### src/rtl/opl_config.svh
//~~~~~~~~~~~~~~~~~~~~~~~~~~~~~~
// opl tone generator configuration
// channel count, datapath widths, sample
// divider ratio and output credit depth
//~~~~~~~~~~~~~~~~~~~~~~~~~~~~~~
`ifndef OPL_CONFIG_SVH
`define OPL_CONFIG_SVH

`define OPL_NUM_CHANNELS   4      // channels stepped per sample
`define OPL_FNUM_WIDTH     10     // frequency number
`define OPL_PHASE_WIDTH    20     // phase accumulator
`define OPL_WAVE_WIDTH     12     // signed operator output
`define OPL_SAMPLE_WIDTH   16     // signed mixed sample
`define OPL_SAMPLE_DIV     64     // clocks per sample tick
`define OPL_SAMPLE_CREDITS 2      // consumer slots after reset
`define OPL_FULL_SCALE     2047   // square amplitude

`endif
### src/rtl/opl_synth_pkg.sv
//~~~~~~~~~~~~~~~~~~~~~~~~~~~~~~
// opl datapath types
// sequencer states, waveforms, operator
// result and mixed sample
//~~~~~~~~~~~~~~~~~~~~~~~~~~~~~~
`default_nettype none
`include "opl_config.svh"

package opl_synth_pkg;

    typedef enum logic [1:0] {
        SEQ_IDLE,   // waiting for sample tick
        SEQ_RUN,    // stepping channels
        SEQ_DRAIN,  // last operator result in flight
        SEQ_HOLD    // sum ready, no credit
    } seq_state_e;

    typedef enum logic {
        WAVE_SQUARE = 1'b0,
        WAVE_SAW    = 1'b1
    } wave_e;

    typedef struct packed {
        logic                               valid;
        logic signed [`OPL_WAVE_WIDTH-1:0]  value;
    } op_out_t;

    typedef struct packed {
        logic signed [`OPL_SAMPLE_WIDTH-1:0] value;
    } sample_t;

endpackage

`default_nettype wire

### src/rtl/opl_reg_pkg.sv
//~~~~~~~~~~~~~~~~~~~~~~~~~~~~~~
// opl host register types
// register map, per-channel state,
// timer control and status byte
//~~~~~~~~~~~~~~~~~~~~~~~~~~~~~~
`default_nettype none
`include "opl_config.svh"

package opl_reg_pkg;

    typedef enum logic [7:0] {
        REG_TIMER1         = 8'h02,
        REG_TIMER2         = 8'h03,
        REG_TIMER_CTRL     = 8'h04,
        REG_TL_BASE        = 8'h40,  // channel i at base + i
        REG_FNUM_LO_BASE   = 8'hA0,
        REG_BLOCK_KON_BASE = 8'hB0,
        REG_WS_BASE        = 8'hE0
    } reg_addr_e;

    typedef struct packed {
        logic                        kon;
        logic [2:0]                  block;  // octave shift
        logic [`OPL_FNUM_WIDTH-1:0]  fnum;
        logic [3:0]                  tl;     // attenuation as right shift
        opl_synth_pkg::wave_e        ws;
    } chan_regs_t;

    typedef struct packed {
        logic irq_rst;  // din[7]
        logic mask1;    // din[6]
        logic mask2;    // din[5]
        logic st2;      // din[1]
        logic st1;      // din[0]
    } timer_ctrl_t;

    typedef struct packed {
        logic       irq;   // bit 7
        logic       ft1;   // bit 6
        logic       ft2;   // bit 5
        logic [4:0] rsvd;  // always zero
    } status_t;

endpackage

`default_nettype wire

### src/rtl/opl_top.sv
//~~~~~~~~~~~~~~~~~~~~~~~~~~~~~~
// opl tone generator top level
// host port, timers, channel sequencer
// and operator datapath
//~~~~~~~~~~~~~~~~~~~~~~~~~~~~~~
`timescale 1ns/1ps
`default_nettype none
`include "opl_config.svh"

module opl_top (
    input  logic                   clk,
    input  logic                   rst_n,
    input  logic                   cs_n,
    input  logic                   wr_n,
    input  logic                   rd_n,
    input  logic                   address,
    input  logic [7:0]             din,
    output logic [7:0]             dout,
    output logic                   sample_valid,
    output opl_synth_pkg::sample_t sample,
    input  logic                   credit_return,
    output logic                   irq_n
);
    import opl_reg_pkg::*;
    import opl_synth_pkg::*;

    chan_regs_t  chan_regs [`OPL_NUM_CHANNELS];
    logic [7:0]  timer1_preset;
    logic [7:0]  timer2_preset;
    timer_ctrl_t timer_ctrl;
    logic        ctrl_wr;      // pulse per control write
    status_t     status;
    logic        sample_tick;
    logic [$clog2(`OPL_NUM_CHANNELS)-1:0] chan_sel;
    logic        step;
    op_out_t     op_out;

    opl_host_if u_host_if (
        .clk           (clk),
        .rst_n         (rst_n),
        .cs_n          (cs_n),
        .wr_n          (wr_n),
        .rd_n          (rd_n),
        .address       (address),
        .din           (din),
        .dout          (dout),
        .chan_regs     (chan_regs),
        .timer1_preset (timer1_preset),
        .timer2_preset (timer2_preset),
        .timer_ctrl    (timer_ctrl),
        .ctrl_wr       (ctrl_wr),
        .status        (status)
    );

    opl_timers u_timers (
        .clk           (clk),
        .rst_n         (rst_n),
        .timer1_preset (timer1_preset),
        .timer2_preset (timer2_preset),
        .timer_ctrl    (timer_ctrl),
        .ctrl_wr       (ctrl_wr),
        .sample_tick   (sample_tick),
        .status        (status),
        .irq_n         (irq_n)
    );

    opl_sequencer u_sequencer (
        .clk           (clk),
        .rst_n         (rst_n),
        .sample_tick   (sample_tick),
        .chan_sel      (chan_sel),
        .step          (step),
        .op_out        (op_out),
        .credit_return (credit_return),
        .sample_valid  (sample_valid),
        .sample        (sample)
    );

    opl_operator u_operator (
        .clk           (clk),
        .rst_n         (rst_n),
        .chan_regs     (chan_regs),
        .chan_sel      (chan_sel),
        .step          (step),
        .op_out        (op_out)
    );

endmodule

`default_nettype wire

### src/rtl/opl_operator.sv
//~~~~~~~~~~~~~~~~~~~~~~~~~~~~~~
// opl operator
// per-channel phase accumulators, square or
// saw wave, tl shift, one cycle latency
//~~~~~~~~~~~~~~~~~~~~~~~~~~~~~~
`timescale 1ns/1ps
`default_nettype none
`include "opl_config.svh"

module opl_operator (
    input  logic                                  clk,
    input  logic                                  rst_n,
    input  opl_reg_pkg::chan_regs_t               chan_regs [`OPL_NUM_CHANNELS],
    input  logic [$clog2(`OPL_NUM_CHANNELS)-1:0]  chan_sel,
    input  logic                                  step,
    output opl_synth_pkg::op_out_t                op_out
);
    import opl_reg_pkg::*;
    import opl_synth_pkg::*;

    localparam int CH_W = $clog2(`OPL_NUM_CHANNELS);
    localparam int PW   = `OPL_PHASE_WIDTH;
    localparam int WW   = `OPL_WAVE_WIDTH;
    localparam logic signed [WW-1:0] FULL = WW'(`OPL_FULL_SCALE);

    logic [PW-1:0]        phase [`OPL_NUM_CHANNELS];
    chan_regs_t           sel_regs;
    logic [PW-1:0]        sel_phase;    // value before the add
    logic [PW-1:0]        incr;
    logic signed [WW-1:0] raw;
    logic signed [WW-1:0] shifted;
    logic                 valid_q;
    logic signed [WW-1:0] value_q;

    assign sel_regs  = chan_regs[chan_sel];
    assign sel_phase = phase[chan_sel];
    assign incr      = PW'(sel_regs.fnum) << sel_regs.block;  // fits, no wrap of incr

    always_comb begin
        case (sel_regs.ws)
            WAVE_SQUARE: raw = sel_phase[PW-1] ? -FULL : FULL;
            WAVE_SAW:    raw = $signed(sel_phase[PW-1 -: WW]);  // top bits as signed ramp
            default:     raw = '0;
        endcase
    end

    assign shifted = raw >>> sel_regs.tl;   // arithmetic attenuation

    always_ff @(posedge clk) begin
        if (!rst_n) begin
            valid_q <= 1'b0;
            for (int i = 0; i < `OPL_NUM_CHANNELS; i++) begin
                phase[i] <= '0;
            end
        end else begin
            valid_q <= step;
            for (int i = 0; i < `OPL_NUM_CHANNELS; i++) begin
                if (!chan_regs[i].kon) begin
                    phase[i] <= '0;                     // key-off parks phase at zero
                end else if (step && chan_sel == CH_W'(i)) begin
                    phase[i] <= phase[i] + incr;        // modulo phase width
                end
            end
        end
    end

    always_ff @(posedge clk) begin
        value_q <= sel_regs.kon ? shifted : '0;
    end

    assign op_out = '{valid: valid_q, value: value_q};

endmodule

`default_nettype wire

### src/rtl/opl_sequencer.sv
//~~~~~~~~~~~~~~~~~~~~~~~~~~~~~~
// opl channel sequencer
// steps every channel once per tick, sums
// the operator outputs, issues on credit
//~~~~~~~~~~~~~~~~~~~~~~~~~~~~~~
`timescale 1ns/1ps
`default_nettype none
`include "opl_config.svh"

module opl_sequencer (
    input  logic                                  clk,
    input  logic                                  rst_n,
    input  logic                                  sample_tick,
    output logic [$clog2(`OPL_NUM_CHANNELS)-1:0]  chan_sel,
    output logic                                  step,
    input  opl_synth_pkg::op_out_t                op_out,
    input  logic                                  credit_return,
    output logic                                  sample_valid,
    output opl_synth_pkg::sample_t                sample
);
    import opl_synth_pkg::*;

    localparam int CH_W = $clog2(`OPL_NUM_CHANNELS);
    localparam int SW   = `OPL_SAMPLE_WIDTH;
    localparam int WW   = `OPL_WAVE_WIDTH;
    localparam int CR_W = $clog2(`OPL_SAMPLE_CREDITS + 1);
    localparam logic [CR_W-1:0] CREDIT_MAX = CR_W'(`OPL_SAMPLE_CREDITS);

    seq_state_e           state;
    logic [CR_W-1:0]      credits;
    logic signed [SW-1:0] acc;
    logic signed [SW-1:0] op_ext;
    logic signed [SW-1:0] acc_next;
    logic                 has_credit;
    logic                 issue;

    assign op_ext     = {{(SW - WW){op_out.value[WW-1]}}, op_out.value};  // sign extend
    assign acc_next   = op_out.valid ? acc + op_ext : acc;
    assign has_credit = (credits != '0);
    assign issue      = has_credit && (state == SEQ_DRAIN || state == SEQ_HOLD);

    always_ff @(posedge clk) begin
        if (!rst_n) begin
            state        <= SEQ_IDLE;
            chan_sel     <= '0;
            step         <= 1'b0;
            sample_valid <= 1'b0;
        end else begin
            sample_valid <= issue;
            case (state)
                SEQ_IDLE: begin
                    if (sample_tick) begin                  // ticks elsewhere dropped
                        state    <= SEQ_RUN;
                        chan_sel <= '0;
                        step     <= 1'b1;
                    end
                end
                SEQ_RUN: begin
                    if (chan_sel == CH_W'(`OPL_NUM_CHANNELS - 1)) begin
                        state <= SEQ_DRAIN;
                        step  <= 1'b0;
                    end else begin
                        chan_sel <= chan_sel + 1'b1;
                    end
                end
                SEQ_DRAIN: state <= issue ? SEQ_IDLE : SEQ_HOLD;
                SEQ_HOLD:  if (issue) state <= SEQ_IDLE;
                default:   state <= SEQ_IDLE;
            endcase
        end
    end

    always_ff @(posedge clk) begin
        acc <= (state == SEQ_IDLE) ? '0 : acc_next;   // cleared between passes
        if (issue) begin
            sample <= '{value: acc_next};
        end
    end

    // return and issue in one cycle cancel
    always_ff @(posedge clk) begin
        if (!rst_n) begin
            credits <= CREDIT_MAX;
        end else if (issue && !credit_return) begin
            credits <= credits - 1'b1;
        end else if (credit_return && !issue && credits != CREDIT_MAX) begin
            credits <= credits + 1'b1;                  // saturate at max
        end
    end

endmodule

`default_nettype wire

### src/rtl/opl_timers.sv
//~~~~~~~~~~~~~~~~~~~~~~~~~~~~~~
// opl timers
// sample tick divider plus two 8-bit
// overflow timers with flags and irq
//~~~~~~~~~~~~~~~~~~~~~~~~~~~~~~
`timescale 1ns/1ps
`default_nettype none
`include "opl_config.svh"

module opl_timers (
    input  logic                     clk,
    input  logic                     rst_n,
    input  logic [7:0]               timer1_preset,
    input  logic [7:0]               timer2_preset,
    input  opl_reg_pkg::timer_ctrl_t timer_ctrl,
    input  logic                     ctrl_wr,
    output logic                     sample_tick,
    output opl_reg_pkg::status_t     status,
    output logic                     irq_n
);
    import opl_reg_pkg::*;

    localparam int DIV_W = $clog2(`OPL_SAMPLE_DIV);

    logic [DIV_W-1:0] div_cnt;
    logic [1:0]       t2_pre;     // timer 2 runs at quarter rate
    logic             restart;
    logic [7:0]       preset [2];
    logic             start  [2];
    logic             mask   [2];
    logic             t_tick [2];
    logic [7:0]       cnt    [2];
    logic             flag   [2];

    assign restart   = ctrl_wr && !timer_ctrl.irq_rst;
    assign preset[0] = timer1_preset;
    assign preset[1] = timer2_preset;
    assign start[0]  = timer_ctrl.st1;
    assign start[1]  = timer_ctrl.st2;
    assign mask[0]   = timer_ctrl.mask1;
    assign mask[1]   = timer_ctrl.mask2;
    assign t_tick[0] = sample_tick;
    assign t_tick[1] = sample_tick && (t2_pre == 2'd3);

    always_ff @(posedge clk) begin
        if (!rst_n) begin
            div_cnt     <= '0;
            sample_tick <= 1'b0;
            t2_pre      <= '0;
        end else begin
            sample_tick <= (div_cnt == DIV_W'(`OPL_SAMPLE_DIV - 1));
            div_cnt     <= (div_cnt == DIV_W'(`OPL_SAMPLE_DIV - 1)) ? '0 : div_cnt + 1'b1;
            if (sample_tick) begin
                t2_pre <= t2_pre + 1'b1;
            end
        end
    end

    always_ff @(posedge clk) begin
        if (!rst_n) begin
            for (int t = 0; t < 2; t++) begin
                cnt[t]  <= '0;
                flag[t] <= 1'b0;
            end
        end else begin
            for (int t = 0; t < 2; t++) begin
                if (restart && start[t]) begin
                    cnt[t] <= preset[t];                // load on start
                end else if (start[t] && t_tick[t]) begin
                    if (cnt[t] == 8'hff) begin
                        cnt[t] <= preset[t];            // reload on overflow
                        if (!mask[t]) begin
                            flag[t] <= 1'b1;
                        end
                    end else begin
                        cnt[t] <= cnt[t] + 1'b1;
                    end
                end
                if (ctrl_wr && timer_ctrl.irq_rst) begin
                    flag[t] <= 1'b0;                    // irq reset wins
                end
            end
        end
    end

    assign status = '{irq: flag[0] | flag[1], ft1: flag[0], ft2: flag[1], rsvd: '0};
    assign irq_n  = ~status.irq;

endmodule

`default_nettype wire

### src/rtl/opl_host_if.sv
//~~~~~~~~~~~~~~~~~~~~~~~~~~~~~~
// opl host interface
// index latch, channel and timer register
// file, status readback on the data port
//~~~~~~~~~~~~~~~~~~~~~~~~~~~~~~
`timescale 1ns/1ps
`default_nettype none
`include "opl_config.svh"

module opl_host_if (
    input  logic                     clk,
    input  logic                     rst_n,
    input  logic                     cs_n,
    input  logic                     wr_n,
    input  logic                     rd_n,
    input  logic                     address,  // 0 index, 1 data
    input  logic [7:0]               din,
    output logic [7:0]               dout,
    output opl_reg_pkg::chan_regs_t  chan_regs [`OPL_NUM_CHANNELS],
    output logic [7:0]               timer1_preset,
    output logic [7:0]               timer2_preset,
    output opl_reg_pkg::timer_ctrl_t timer_ctrl,
    output logic                     ctrl_wr,
    input  opl_reg_pkg::status_t     status
);
    import opl_reg_pkg::*;
    import opl_synth_pkg::*;

    localparam int CH_W = $clog2(`OPL_NUM_CHANNELS);

    logic [7:0]      index_q;
    logic [7:0]      base;      // index with channel offset stripped
    logic [CH_W-1:0] ch;
    logic            ch_ok;
    logic            wr_strobe;

    assign wr_strobe = !cs_n && !wr_n;
    assign base      = {index_q[7:4], 4'h0};
    assign ch        = index_q[CH_W-1:0];
    assign ch_ok     = int'(index_q[3:0]) < `OPL_NUM_CHANNELS;  // unused offsets ignored

    assign dout = (!cs_n && !rd_n) ? status : 8'h00;  // read mux

    always_ff @(posedge clk) begin
        if (!rst_n) begin
            index_q       <= '0;
            timer1_preset <= '0;
            timer2_preset <= '0;
            timer_ctrl    <= '0;
            ctrl_wr       <= 1'b0;
            for (int i = 0; i < `OPL_NUM_CHANNELS; i++) begin
                chan_regs[i] <= '0;
            end
        end else begin
            ctrl_wr <= 1'b0;  // single-cycle pulse
            if (wr_strobe && !address) begin
                index_q <= din;
            end
            if (wr_strobe && address) begin
                case (index_q)
                    REG_TIMER1: timer1_preset <= din;
                    REG_TIMER2: timer2_preset <= din;
                    REG_TIMER_CTRL: begin
                        ctrl_wr <= 1'b1;
                        if (din[7]) begin
                            timer_ctrl.irq_rst <= 1'b1;  // flag clear only, rest kept
                        end else begin
                            timer_ctrl <= '{irq_rst: 1'b0, mask1: din[6], mask2: din[5],
                                            st2: din[1], st1: din[0]};
                        end
                    end
                    default: begin
                        if (ch_ok) begin
                            case (base)
                                REG_TL_BASE:      chan_regs[ch].tl <= din[3:0];
                                REG_FNUM_LO_BASE: chan_regs[ch].fnum[7:0] <= din;
                                REG_BLOCK_KON_BASE: begin
                                    chan_regs[ch].kon   <= din[5];
                                    chan_regs[ch].block <= din[4:2];
                                    chan_regs[ch].fnum[`OPL_FNUM_WIDTH-1:8] <= din[1:0];
                                end
                                REG_WS_BASE:      chan_regs[ch].ws <= wave_e'(din[0]);
                                default: ;        // undecoded range
                            endcase
                        end
                    end
                endcase
            end
        end
    end

endmodule

`default_nettype wire

### config.mk
export PLATFORM = sky130hd
export DESIGN_NAME = opl_top
export DESIGN_NICKNAME = d
export VERILOG_FILES = /design/src/rtl/opl_synth_pkg.sv /design/src/rtl/opl_reg_pkg.sv /design/src/rtl/opl_top.sv /design/src/rtl/opl_operator.sv /design/src/rtl/opl_sequencer.sv /design/src/rtl/opl_timers.sv /design/src/rtl/opl_host_if.sv
export VERILOG_INCLUDE_DIRS = /design/src /design/src/rtl
export SDC_FILE = /design/constraint.sdc
export NUM_CORES = 1
export LEC_CHECK = 0
export BUFFER_PORTS_ARGS = -buffer_cell sky130_fd_sc_hd__buf_4
export CAP_MARGIN = 25
export CORE_UTILIZATION = 60
export CTS_BUF_LIST = sky130_fd_sc_hd__clkbuf_16
export CTS_CLUSTER_DIAMETER = 100
export DETAILED_ROUTE_END_ITERATION = 10
export PLACE_DENSITY = 0.77
export SLEW_MARGIN = 10
export SYNTH_ARGS = -nofsm -noshare
export SYNTH_HDL_FRONTEND = slang
export SYNTH_SLANG_ARGS = --single-unit
### constraint.sdc
create_clock -name clk -period 10 [get_ports clk]
set_clock_uncertainty 0.15 [all_clocks]
set_input_delay 1.5 -clock clk [delete_from_list [all_inputs] [get_ports clk]]
set_output_delay 1.5 -clock clk [all_outputs]
set_load 0.01 [all_outputs]
==> impl_metrics.xml, run 1 <==
<?xml version="1.0" encoding="UTF-8"?>
<metrics>
  <group name="status">
    <metric name="run_status" unit="">complete, no violations</metric>
  </group>
  <group name="floorplanning">
    <metric name="start_util" unit="%">60.9</metric>
    <metric name="die_x" unit="um">164</metric>
    <metric name="num_rows" unit="">59</metric>
    <metric name="fp.coreArea" unit="um2">26000</metric>
    <metric name="floorplan.die_area" unit="um2">27000</metric>
    <metric name="floorplan.die.height" unit="um">164</metric>
    <metric name="io_pins" unit="">41</metric>
  </group>
  <group name="detailed_routing">
    <metric name="drtIter0Drc" unit="">968</metric>
    <metric name="drtPass1Iterations" unit="">7</metric>
    <metric name="drt-met1-wl" unit="um">16100</metric>
    <metric name="route.detailed.drc" unit="">0</metric>
    <metric name="wl_per_cell" unit="um">17.7</metric>
    <metric name="route.met3.wl" unit="um">1670</metric>
    <metric name="vias" unit="">12200</metric>
    <metric name="totalWireLength" unit="um">35400</metric>
    <metric name="routed-wl-met2" unit="um">16700</metric>
    <metric name="viasPerCell" unit="">6.11</metric>
    <metric name="route.top_layer_used" unit="">met4</metric>
    <metric name="drt.antenna.violating_nets" unit="">0</metric>
  </group>
  <group name="clock_network">
    <metric name="cts_buffers" unit="">29</metric>
    <metric name="cts-resized-gates" unit="">0</metric>
    <metric name="numClockSinks" unit="">268</metric>
    <metric name="clk-insertion-delay-late" unit="ns">0.56</metric>
    <metric name="number_of_levels_the_h_tree_was_split_into" unit="">1</metric>
    <metric name="cts-root-to-sink-buffers" unit="">3</metric>
    <metric name="cts_tree" unit="">done</metric>
    <metric name="clockRootBuffer" unit="">clkbuf_16</metric>
    <metric name="clk_pin_slew_worst_paths" unit="ns">0.06</metric>
    <metric name="cts_post_setup_buffers_inserted" unit="">0</metric>
    <metric name="postCtsHoldBufs" unit="">0</metric>
  </group>
  <group name="pwr">
    <metric name="pwr_density_cell" unit="nW/um2">126</metric>
    <metric name="vdd_ir_drop_max" unit="mV">0.144</metric>
    <metric name="static-leakage-power" unit="nW">7.23</metric>
  </group>
  <group name="synth">
    <metric name="avgSynthCellArea" unit="um2">9.70</metric>
    <metric name="synth_sequential_area_ratio" unit="%">41.0</metric>
    <metric name="syn_inst" unit="">1632</metric>
    <metric name="synth_cell_types" unit="">80</metric>
    <metric name="synth-edff-count" unit="">113</metric>
    <metric name="post_synth_instance_area" unit="um2">15800</metric>
    <metric name="postSynth.topFlopCell" unit="">dfxtp_1</metric>
    <metric name="ys.warnings.count" unit="">0</metric>
    <metric name="asyncSetResetFlopFracSynth" unit="%">0</metric>
    <metric name="register_bit_count_reported_by_yosys" unit="">268</metric>
  </group>
  <group name="layout">
    <metric name="num-nets-final" unit="">1743</metric>
    <metric name="most_frequent_cells_in_the_layout" unit="">nor2_1, dfxtp_1, mux2i_1</metric>
    <metric name="final_layout_size_suffix_gt1_share" unit="%">9.39</metric>
    <metric name="final_standard_cell_area_without_fillers" unit="um2">17200</metric>
    <metric name="insertedDiodeCount" unit="">0</metric>
    <metric name="layout_commonest_cell" unit="">nor2_1</metric>
    <metric name="finish.cell_count_without_fillers" unit="">1997</metric>
    <metric name="flow.area_growth_from_synthesis" unit="%">8.57</metric>
  </group>
  <group name="timing">
    <metric name="max_slew.worst_pin.slew" unit="ns">0.988</metric>
    <metric name="finalHoldViolCount" unit="">0</metric>
    <metric name="final.setup.worst_slack" unit="ns">4.59</metric>
    <metric name="fmax" unit="MHz">185</metric>
    <metric name="rsz0062_at_grt" unit="">false</metric>
    <metric name="final_max_slew_viol_count" unit="">0</metric>
    <metric name="tns" unit="ns">0</metric>
    <metric name="report.final.setup_viol" unit="">0</metric>
    <metric name="timing.max_slew.rel_slack" unit="%">34.0</metric>
    <metric name="final_period_minus_worst_setup_slack" unit="ns">5.41</metric>
    <metric name="layout_worst_path_cycle_share" unit="%">54.1</metric>
  </group>
  <group name="min_path">
    <metric name="min_delay_worst_endpoint" unit="">u_timers.div_cnt[0]</metric>
    <metric name="timing.hold.worst.start" unit="">u_timers.div_cnt[0]</metric>
    <metric name="hold-path-cell-count" unit="">1</metric>
    <metric name="worst_hold_path_type" unit="">flop to flop</metric>
  </group>
  <group name="worst_setup_path">
    <metric name="worst-r2r-setup-slack" unit="ns">4.59</metric>
    <metric name="critical_path.reg2reg.endpoint" unit="">u_operator.phase[0][16]</metric>
    <metric name="cp_top_family" unit="">compound AO/OA/AOI/OAI gates</metric>
    <metric name="cp_data_arrival_time" unit="ns">5.54</metric>
    <metric name="timing.critical_path.to_type" unit="">flop</metric>
    <metric name="timing.critical_path.fanout_max" unit="">23</metric>
    <metric name="worst_setup_path_start_kind" unit="">flop</metric>
    <metric name="reg2reg_depth" unit="">17</metric>
    <metric name="cp_common_cell" unit="">a21oi_1</metric>
    <metric name="critical_path.max_stage_delay" unit="ns">0.76</metric>
    <metric name="worst_r2r_startpoint" unit="">u_sequencer.chan_sel[0]</metric>
    <metric name="crit_path_top_delay_cell" unit="">mux4_2</metric>
    <metric name="timing.critical_path.required" unit="ns">10.13</metric>
    <metric name="cp_cell_sequence" unit="">buf_4 -&gt; mux4_2 -&gt; nand2b_1 -&gt; mux2i_1 -&gt; nand2_1 -&gt; o21ai_0 -&gt; ha_1 -&gt; a21o_1 -&gt; a21o_1 -&gt; a21oi_1 -&gt; o21bai_1 -&gt; a21oi_1 -&gt; a2bb2oi_1 -&gt; a31oi_1 -&gt; a21oi_1 -&gt; xor2_1 -&gt; nor2_1</metric>
    <metric name="cp_num_buf_inv" unit="">1</metric>
    <metric name="worst_setup_path_class" unit="">flop to flop</metric>
  </group>
  <group name="placement">
    <metric name="io_buffer_count" unit="">35</metric>
    <metric name="place_worst_setup_slack" unit="ns">4.69</metric>
    <metric name="dp.cells" unit="">1941</metric>
    <metric name="dp_hpwl" unit="um">25400</metric>
    <metric name="placed_cell_area" unit="um2">16300</metric>
    <metric name="finalWeightedCongestion" unit="">0.922</metric>
  </group>
  <group name="global_route">
    <metric name="grt_pass1_vias" unit="">11500</metric>
    <metric name="grt_max_degree" unit="">75</metric>
    <metric name="antenna_violations_before_repair" unit="">0</metric>
    <metric name="grt_usage" unit="%">26.2</metric>
    <metric name="grt_first_pass_wirelength" unit="um">57100</metric>
    <metric name="gr-total-overflow" unit="">0</metric>
  </group>
  <group name="flow_run">
    <metric name="max-cap-violations" unit="">0</metric>
  </group>
</metrics>
[report_power, final]
group | leakage (nW) | internal, W | switching, W
logic | 4.21 | 0.0000128 | 0.0000288
registers | 2.56 | 0.00114 | 0.00000625
clock network | 0.460 | 0.000541 | 0.000445
total | 7.23 | 0.00169 | 0.000480
[synthesized netlist by cell type, types with 6 or more instances]
cell type | n | area, um2
nor2_1 | 248 | 931
dfxtp_1 | 155 | 3100
mux2i_1 | 132 | 1320
edfxtp_1 | 113 | 3390
nand2_1 | 101 | 379
a21oi_1 | 93 | 465
ha_1 | 87 | 1090
o21ai_0 | 66 | 330
clkbuf_1 | 56 | 210
nand3_1 | 52 | 260
inv_1 | 45 | 169
xnor2_1 | 44 | 385
xor2_1 | 39 | 342
a21o_1 | 34 | 255
nor3_1 | 31 | 155
mux4_2 | 28 | 631
o21a_1 | 28 | 210
and3_1 | 21 | 131
nor2b_1 | 21 | 131
a211oi_1 | 18 | 135
mux2_2 | 17 | 191
a31oi_1 | 13 | 81.3
and2_1 | 13 | 81.3
nand2b_1 | 13 | 81.3
nand4_1 | 12 | 75.1
nor3b_1 | 11 | 82.6
or3_1 | 9 | 56.3
buf_1 | 8 | 30.0
nor4b_1 | 7 | 61.3
o211ai_1 | 7 | 52.6
o31ai_1 | 6 | 45.0
[logic make-up (layout without fill, tap and decap cells)]
family          count (synthesis)  in the layout  synth area share, %
fa+ha+maj                      93             93                 7.34
flops                         268            268                 41.0
compound gates                326            326                 13.4
xor+xnor                       83             83                 4.59
simple gates                  559            559                 16.3
mux                           182            182                 14.3
other cells                     1              5               0.0237
buf+inv                       120            146                 3.08
[worst register-to-register path, stage by stage (launching register included)]
cell	delay, ns
dfxtp_1	0.31
buf_4	0.35
mux4_2	0.78
nand2b_1	0.28
mux2i_1	0.54
nand2_1	0.10
o21ai_0	0.25
ha_1	0.40
a21o_1	0.20
a21o_1	0.19
a21oi_1	0.23
o21bai_1	0.10
a21oi_1	0.34
a2bb2oi_1	0.32
a31oi_1	0.18
a21oi_1	0.20
xor2_1	0.17
nor2_1	0.05
[layout make-up]
cell class | instances | area [um2]
flip-flops and latches | 268 | 6500
clock inverters | 23 | 113
multi-input cells | 1248 | 8860
inverters | 46 | 174
fillers | 2029 | 8800
well taps | 335 | 419
repair buffers | 47 | 373
clock buffers | 30 | 751
[stage by stage]
stage	power, W	hold slack (ns)	utilization [%]
CTS	0.00218	0.297	66.0
global route	0.00223	0.328	66.1
global placement	0.00121	0.279	62.6
floorplan	0.00119	0.268	-
finish	0.00217	0.296	66.1
detailed placement	0.00121	0.288	62.7
[worst max-delay path by stage]
stage	start	endpoint	depth (start not counted)
2_1_floorplan	u_sequencer.chan_sel[0]	u_operator.phase[2][18]	15
6_report	u_sequencer.chan_sel[0]	u_operator.phase[0][16]	17
5_1_grt	u_sequencer.chan_sel[0]	u_operator.phase[0][16]	16
3_5_place_dp	u_sequencer.chan_sel[0]	u_operator.phase[0][18]	16
3_3_place_gp	u_sequencer.chan_sel[0]	u_operator.phase[0][18]	16
4_1_cts	u_sequencer.chan_sel[0]	u_operator.phase[0][16]	17
[per-layer routing]
metal | GRT usage (%) | vias to the layer above
li1 | - | 5949
met1 | 35.9 | 5861
met2 | 43.3 | 313
met3 | 3.37 | 72
met4 | 8.17 | 0
met5 | 0 | -
Note: power is estimated with default switching activity, not from simulation.
==> run 2: changes to the inputs <==
Clock period 10 ns to 5.2 ns, I/O delays scaled along.
==> run 2 against run 1 <==
Clock power rose by 98%. Non-clock buffer count rose by 8. Cell area rose by 0.83%. Critical path type unchanged.
==> impl_metrics.xml, run 2 (synthesis gave the netlist of run 1 again) <==
<?xml version="1.0" encoding="UTF-8"?>
<metrics>
  <group name="global_route">
    <metric name="antenna_violations_before_repair" unit="">0</metric>
    <metric name="grt_pass1_vias" unit="">11700</metric>
    <metric name="grt_usage" unit="%">27.2</metric>
    <metric name="grt_first_pass_wirelength" unit="um">59000</metric>
    <metric name="grt_max_degree" unit="">110</metric>
    <metric name="gr-total-overflow" unit="">0</metric>
  </group>
  <group name="pwr">
    <metric name="pwr_density_cell" unit="nW/um2">244</metric>
    <metric name="power_frac_comb" unit="%">2.0</metric>
    <metric name="seqPwrFrac" unit="%">51.9</metric>
    <metric name="clock_group_share_of_total_power" unit="%">46.1</metric>
    <metric name="power.internal" unit="W">0.00332</metric>
    <metric name="static-leakage-power" unit="nW">7.31</metric>
    <metric name="switching_share" unit="%">21.7</metric>
    <metric name="vdd_ir_drop_max" unit="mV">0.306</metric>
    <metric name="p_switching" unit="W">0.000920</metric>
  </group>
  <group name="clock_network">
    <metric name="clockRootBuffer" unit="">clkbuf_16</metric>
    <metric name="cts_tree" unit="">done</metric>
    <metric name="numClockSinks" unit="">268</metric>
    <metric name="clk_pin_slew_worst_paths" unit="ns">0.06</metric>
    <metric name="cts-root-to-sink-buffers" unit="">3</metric>
    <metric name="number_of_levels_the_h_tree_was_split_into" unit="">1</metric>
    <metric name="cts_buffers" unit="">29</metric>
    <metric name="clk-insertion-delay-late" unit="ns">0.57</metric>
    <metric name="postCtsHoldBufs" unit="">0</metric>
  </group>
  <group name="timing">
    <metric name="max_slew.worst_pin.slew" unit="ns">1.05</metric>
    <metric name="fin_hold_ws" unit="ns">0.304</metric>
    <metric name="report.final.setup_viol" unit="">0</metric>
    <metric name="timing.max_slew.rel_slack" unit="%">30.0</metric>
    <metric name="tns" unit="ns">0</metric>
    <metric name="fmax" unit="MHz">205</metric>
    <metric name="final_period_minus_worst_setup_slack" unit="ns">4.88</metric>
    <metric name="rsz0062_at_grt" unit="">false</metric>
    <metric name="finalHoldViolCount" unit="">0</metric>
    <metric name="final_max_slew_viol_count" unit="">0</metric>
    <metric name="layout_worst_path_cycle_share" unit="%">93.9</metric>
  </group>
  <group name="placement">
    <metric name="placed_cell_area" unit="um2">16400</metric>
    <metric name="io_buffer_count" unit="">35</metric>
    <metric name="finalWeightedCongestion" unit="">0.894</metric>
    <metric name="dp_hpwl" unit="um">26100</metric>
    <metric name="dp.cells" unit="">1951</metric>
  </group>
  <group name="detailed_routing">
    <metric name="vias" unit="">12300</metric>
    <metric name="route.detailed.drc" unit="">0</metric>
    <metric name="drtIter0Drc" unit="">927</metric>
    <metric name="viasPerCell" unit="">6.12</metric>
    <metric name="drt.antenna.violating_nets" unit="">0</metric>
    <metric name="wl_per_cell" unit="um">18.1</metric>
    <metric name="totalWireLength" unit="um">36400</metric>
    <metric name="drtPass1Iterations" unit="">5</metric>
  </group>
  <group name="layout">
    <metric name="num-nets-final" unit="">1751</metric>
    <metric name="sequential_cell_area" unit="um2">6500</metric>
    <metric name="multi_input_comb_area" unit="um2">8880</metric>
    <metric name="flow.area_growth_from_synthesis" unit="%">9.47</metric>
    <metric name="layout_commonest_cell" unit="">nor2_1</metric>
    <metric name="num-fill-cells" unit="">2074</metric>
    <metric name="finish.cell_count_without_fillers" unit="">2006</metric>
    <metric name="most_frequent_cells_in_the_layout" unit="">nor2_1, dfxtp_1, mux2i_1</metric>
    <metric name="final_standard_cell_area_without_fillers" unit="um2">17300</metric>
    <metric name="final_layout_size_suffix_gt1_share" unit="%">10.1</metric>
  </group>
  <group name="flow_run">
    <metric name="max-cap-violations" unit="">0</metric>
  </group>
  <group name="worst_setup_path">
    <metric name="timing.critical_path.to_type" unit="">flop</metric>
    <metric name="timing.critical_path.fanout_max" unit="">19</metric>
    <metric name="worst_setup_path_class" unit="">flop to flop</metric>
    <metric name="worst_setup_path_start_kind" unit="">flop</metric>
    <metric name="timing.critical_path.required" unit="ns">5.30</metric>
    <metric name="cp_data_arrival_time" unit="ns">4.98</metric>
  </group>
  <group name="floorplanning">
    <metric name="start_util" unit="%">60.9</metric>
    <metric name="floorplan.die_area" unit="um2">27000</metric>
    <metric name="fp.coreArea" unit="um2">26000</metric>
    <metric name="num_rows" unit="">59</metric>
    <metric name="die_x" unit="um">164</metric>
    <metric name="io_pins" unit="">41</metric>
    <metric name="floorplan.die.height" unit="um">164</metric>
  </group>
  <group name="min_path">
    <metric name="worst_hold_path_type" unit="">flop to flop</metric>
  </group>
  <group name="status">
    <metric name="run_status" unit="">complete, no violations</metric>
  </group>
</metrics>
[run 2: changes by cell type in the layout (fill, tap and decap cells not counted), sizes merged]
cell	previous run	this run
clkinvlp	0	1
inv	54	57
diode	0	1
clkinv	15	9
clkbuf	30	32
buf	47	55
[run 2: power groups by stage]
stage	Clock, W	Sequential, W	Combinational [W]
CTS	0.00198	0.00220	0.0000832
detailed placement	0	0.00224	0.0000827
global route	0.00206	0.00220	0.0000941
finish	0.00195	0.00220	0.0000861
floorplan	0	0.00224	0.0000559
global placement	0	0.00224	0.0000809
[run 2: worst max-delay path: stages, from the launching register on]
cell and delay, ns:
dfxtp_1 0.49, mux4_1 0.92, mux2_2 0.40, mux2i_1 0.58, ha_1 0.42, and3_1 0.24
and3_1 0.20, or3_1 0.32, a21o_1 0.19, a31oi_2 0.24, o21ai_1 0.13, xnor2_1 0.19
nor2_1 0.08
[run 2: routing by layer]
layer,global-route usage [%],vias to the layer above,wire length (um)
li1,-,5966,-
met3,3.49,78,1880
met2,46.0,329,17600
met4,9.38,0,997
met1,36.0,5901,15900
met5,0,-,0
[run 2: cell type report]
cell class                 instances  share of cell area (%)
inverter                          46                    1.00
clock buffer                      32                    4.62
timing repair buffer              55                    2.61
tap                              335                    2.42
sequential                       268                    37.5
antenna                            1                  0.0144
multi-input combinational       1248                    51.2
clock inverter                    21                   0.607
[run 2: what timing repair did]
action                                  in CTS  in global routing
resized for setup                            0                  5
endpoints found under the setup margin       0                  8
buffers inserted                             0                  0
[run 2: path summary, 6_finish.rpt]
kind,startpoint,endpoint,slack (ns),cells past startpoint
worst min register to register,u_timers.div_cnt[0],u_timers.div_cnt[0],0.30,1
worst max register to register,u_sequencer.chan_sel[0],u_operator.phase[2][17],0.32,12
worst min-delay path,u_timers.div_cnt[0],u_timers.div_cnt[0],0.30,1
worst max-delay path,u_sequencer.chan_sel[0],u_operator.phase[2][17],0.32,12
[run 2: per-stage QoR]
| step | power [W] | worst slack [ns] | utilization [%] |
|---|---|---|---|
| 4_1_cts | 0.00426 | 0.284 | 66.5 |
| 3_3_place_gp | 0.00232 | 0.414 | 62.8 |
| 6_report | 0.00424 | 0.317 | 66.7 |
| 3_5_place_dp | 0.00232 | 0.296 | 63.0 |
| 2_1_floorplan | 0.00229 | 0.607 | - |
| 5_1_grt | 0.00435 | 0.0476 | 66.7 |
==> run 3: changes to the inputs <==
Settings changed: CORE_MARGIN from default to 2, CORE_UTILIZATION 60 to 50, HOLD_SLACK_MARGIN from default to 0.12, PLACE_DENSITY 0.77 to 0.66.
==> run 3 against run 2 <==
Count of clock-buffer cells in the layout is 2 lower. Sequential power hardly changed. Final cell count is 3.4% higher. Fmax is 1.3% higher. Global-route usage is 4.9 points lower. Combinational power is 4.8% lower. Critical endpoint is now u_operator.phase[2][18]. Largest power group unchanged. Highest routed layer unchanged.
==> impl_metrics.xml, run 3 (synthesis gave the netlist of run 1 again) <==
<?xml version="1.0" encoding="UTF-8"?>
<metrics>
  <group name="pwr">
    <metric name="pwr_density_cell" unit="nW/um2">246</metric>
    <metric name="seqPwrFrac" unit="%">51.3</metric>
    <metric name="p_switching" unit="W">0.000931</metric>
    <metric name="clock_group_share_of_total_power" unit="%">46.8</metric>
    <metric name="power.internal" unit="W">0.00335</metric>
    <metric name="vdd_ir_drop_max" unit="mV">0.269</metric>
    <metric name="power_frac_comb" unit="%">1.9</metric>
    <metric name="static-leakage-power" unit="nW">7.31</metric>
    <metric name="switching_share" unit="%">21.7</metric>
  </group>
  <group name="global_route">
    <metric name="gr-total-overflow" unit="">0</metric>
    <metric name="grt_max_degree" unit="">88</metric>
    <metric name="gr-usage-met2" unit="%">37.6</metric>
    <metric name="grt_first_pass_wirelength" unit="um">60200</metric>
    <metric name="grt_pass1_vias" unit="">11700</metric>
    <metric name="grt_use_met3" unit="%">2.71</metric>
    <metric name="globalRoute.busiestLayer" unit="">met2</metric>
    <metric name="grt_usage" unit="%">22.3</metric>
    <metric name="antenna_violations_before_repair" unit="">0</metric>
    <metric name="fraction_of_met1_tracks_used_by_global_routing" unit="%">30.0</metric>
  </group>
  <group name="detailed_routing">
    <metric name="totalWireLength" unit="um">37200</metric>
    <metric name="vias" unit="">12200</metric>
    <metric name="drt.antenna.violating_nets" unit="">0</metric>
    <metric name="wl_per_cell" unit="um">17.9</metric>
    <metric name="drtIter0Drc" unit="">699</metric>
    <metric name="viasPerCell" unit="">5.90</metric>
    <metric name="drtPass1Iterations" unit="">5</metric>
    <metric name="route.detailed.drc" unit="">0</metric>
  </group>
  <group name="layout">
    <metric name="final_layout_size_suffix_gt1_share" unit="%">10.1</metric>
    <metric name="flow.area_growth_from_synthesis" unit="%">10.0</metric>
    <metric name="insertedDiodeCount" unit="">0</metric>
    <metric name="num-nets-final" unit="">1752</metric>
    <metric name="final_util" unit="%">55.5</metric>
    <metric name="layout_commonest_cell" unit="">nor2_1</metric>
    <metric name="final_standard_cell_area_without_fillers" unit="um2">17400</metric>
    <metric name="most_frequent_cells_in_the_layout" unit="">nor2_1, dfxtp_1, mux2i_1</metric>
    <metric name="num-fill-cells" unit="">2770</metric>
    <metric name="finish.cell_count_without_fillers" unit="">2075</metric>
  </group>
  <group name="timing">
    <metric name="report.final.setup_viol" unit="">0</metric>
    <metric name="layout_worst_path_cycle_share" unit="%">92.7</metric>
    <metric name="tns" unit="ns">0</metric>
    <metric name="final_period_minus_worst_setup_slack" unit="ns">4.82</metric>
    <metric name="final_max_slew_viol_count" unit="">0</metric>
    <metric name="fmax" unit="MHz">207</metric>
    <metric name="timing.max_slew.rel_slack" unit="%">30.7</metric>
    <metric name="max_slew.worst_pin.slew" unit="ns">1.04</metric>
    <metric name="final.setup.worst_slack" unit="ns">0.380</metric>
    <metric name="finalHoldViolCount" unit="">0</metric>
  </group>
  <group name="placement">
    <metric name="place_worst_setup_slack" unit="ns">0.315</metric>
    <metric name="finalWeightedCongestion" unit="">0.893</metric>
    <metric name="dp_hpwl" unit="um">26900</metric>
    <metric name="dp.cells" unit="">2019</metric>
    <metric name="placed_cell_area" unit="um2">16500</metric>
    <metric name="io_buffer_count" unit="">35</metric>
  </group>
  <group name="clock_network">
    <metric name="number_of_levels_the_h_tree_was_split_into" unit="">1</metric>
    <metric name="cts_buffers" unit="">30</metric>
    <metric name="postCtsHoldBufs" unit="">0</metric>
    <metric name="clk-insertion-delay-late" unit="ns">0.57</metric>
    <metric name="cts-root-to-sink-buffers" unit="">3</metric>
    <metric name="clk_pin_slew_worst_paths" unit="ns">0.06</metric>
    <metric name="cts_tree" unit="">done</metric>
    <metric name="clockRootBuffer" unit="">clkbuf_16</metric>
    <metric name="numClockSinks" unit="">268</metric>
  </group>
  <group name="worst_setup_path">
    <metric name="worst_setup_path_start_kind" unit="">flop</metric>
    <metric name="worst_r2r_startpoint" unit="">u_sequencer.chan_sel[0]</metric>
    <metric name="worst-r2r-setup-slack" unit="ns">0.38</metric>
    <metric name="cp_data_arrival_time" unit="ns">4.93</metric>
    <metric name="reg2reg_depth" unit="">14</metric>
    <metric name="critical_path.reg2reg.endpoint" unit="">u_operator.phase[2][18]</metric>
    <metric name="timing.critical_path.fanout_max" unit="">11</metric>
    <metric name="worst_setup_path_class" unit="">flop to flop</metric>
    <metric name="timing.critical_path.to_type" unit="">flop</metric>
    <metric name="timing.critical_path.required" unit="ns">5.31</metric>
  </group>
  <group name="floorplanning">
    <metric name="start_util" unit="%">50.4</metric>
    <metric name="die_x" unit="um">182</metric>
    <metric name="fp.coreArea" unit="um2">31400</metric>
    <metric name="num_rows" unit="">65</metric>
    <metric name="io_pins" unit="">41</metric>
    <metric name="floorplan.die_area" unit="um2">33100</metric>
    <metric name="floorplan.die.height" unit="um">182</metric>
  </group>
  <group name="flow_run">
    <metric name="max-cap-violations" unit="">0</metric>
  </group>
  <group name="min_path">
    <metric name="hold-path-cell-count" unit="">1</metric>
    <metric name="timing.hold.worst.start" unit="">u_timers.div_cnt[0]</metric>
    <metric name="worst_hold_path_type" unit="">flop to flop</metric>
    <metric name="min_delay_worst_endpoint" unit="">u_timers.div_cnt[0]</metric>
  </group>
  <group name="status">
    <metric name="run_status" unit="">complete, no violations</metric>
  </group>
</metrics>
-- run 3: cell types whose count changed in the layout (fill, tap and decap cells not counted), moves of 2 or more --
cell / previous run / this run
clkinv_1: 3 / 7
clkinv_2: 6 / 10
inv_1: 54 / 51
buf_4: 50 / 52
bufinv_16: 0 / 2
clkbuf_16: 32 / 30
inv_2: 2 / 0
-- run 3: worst max-delay path by stage --
| stage | depth (start not counted) | end | startpoint | slack, ns |
|---|---|---|---|---|
| final | 14 | u_operator.phase[2][18] | u_sequencer.chan_sel[0] | 0.38 |
| after global placement | 16 | u_operator.phase[2][18] | u_sequencer.chan_sel[0] | 0.49 |
| after detailed placement | 16 | u_operator.phase[2][18] | u_sequencer.chan_sel[0] | 0.31 |
| after global routing | 16 | u_operator.phase[2][16] | u_sequencer.chan_sel[0] | -0.004 |
| after CTS | 16 | u_operator.phase[2][18] | u_sequencer.chan_sel[0] | 0.28 |
| after floorplan | 15 | u_operator.phase[2][18] | u_sequencer.chan_sel[0] | 0.61 |
-- run 3: power by group through the flow --
stage,clock [W],sequential (W),combinational (W)
after detailed placement,0,0.00224,0.0000824
after CTS,0.00205,0.00220,0.0000825
after global placement,0,0.00224,0.0000806
after global routing,0.00213,0.00220,0.0000898
final,0.00200,0.00220,0.0000820
after floorplan,0,0.00224,0.0000559
-- run 3: per-stage QoR --
step / power, W / hold slack [ns]
2_1_floorplan: 0.00229 / 0.268
3_3_place_gp: 0.00232 / 0.280
3_5_place_dp: 0.00233 / 0.299
4_1_cts: 0.00433 / 0.313
5_1_grt: 0.00442 / 0.337
6_report: 0.00428 / 0.311
-- run 3: layout make-up --
class	count	area (um2)	share of cell area (%)
multi-input combinational	1248	8860	50.9
tap	402	503	2.89
timing repair buffer	55	448	2.57
inverter	46	174	0.999
sequential	268	6500	37.3
clock inverter	26	179	1.03
clock buffer	30	751	4.31
-- run 3: metal layers --
| metal | part of all wire [%] | wire length (um) | vias up |
|---|---|---|---|
| met5 | 0 | 0 | - |
| met4 | 3.0 | 1100 | 0 |
| met3 | 4.1 | 1540 | 73 |
| met2 | 47 | 17400 | 247 |
| met1 | 46 | 17100 | 5951 |
| li1 | - | - | 5977 |
-- run 3: repair_timing --
item / in CTS / in global routing
resized for setup: 0 / 3
setup buffers: 0 / 0
setup endpoints to repair: 0 / 4
-- run 3: critical path: stages, from the launching register on --
cell and delay, ns:
dfxtp_1 0.43, buf_4 0.28, mux4_2 0.55, mux2_2 0.29
o21ai_0 0.28, o22ai_1 0.30, ha_1 0.41, a21o_1 0.19
a21oi_1 0.18, nor2b_1 0.07, or4_1 0.41, a2111oi_1 0.56
o31a_1 0.24, or3_1 0.11, a21oi_1 0.06
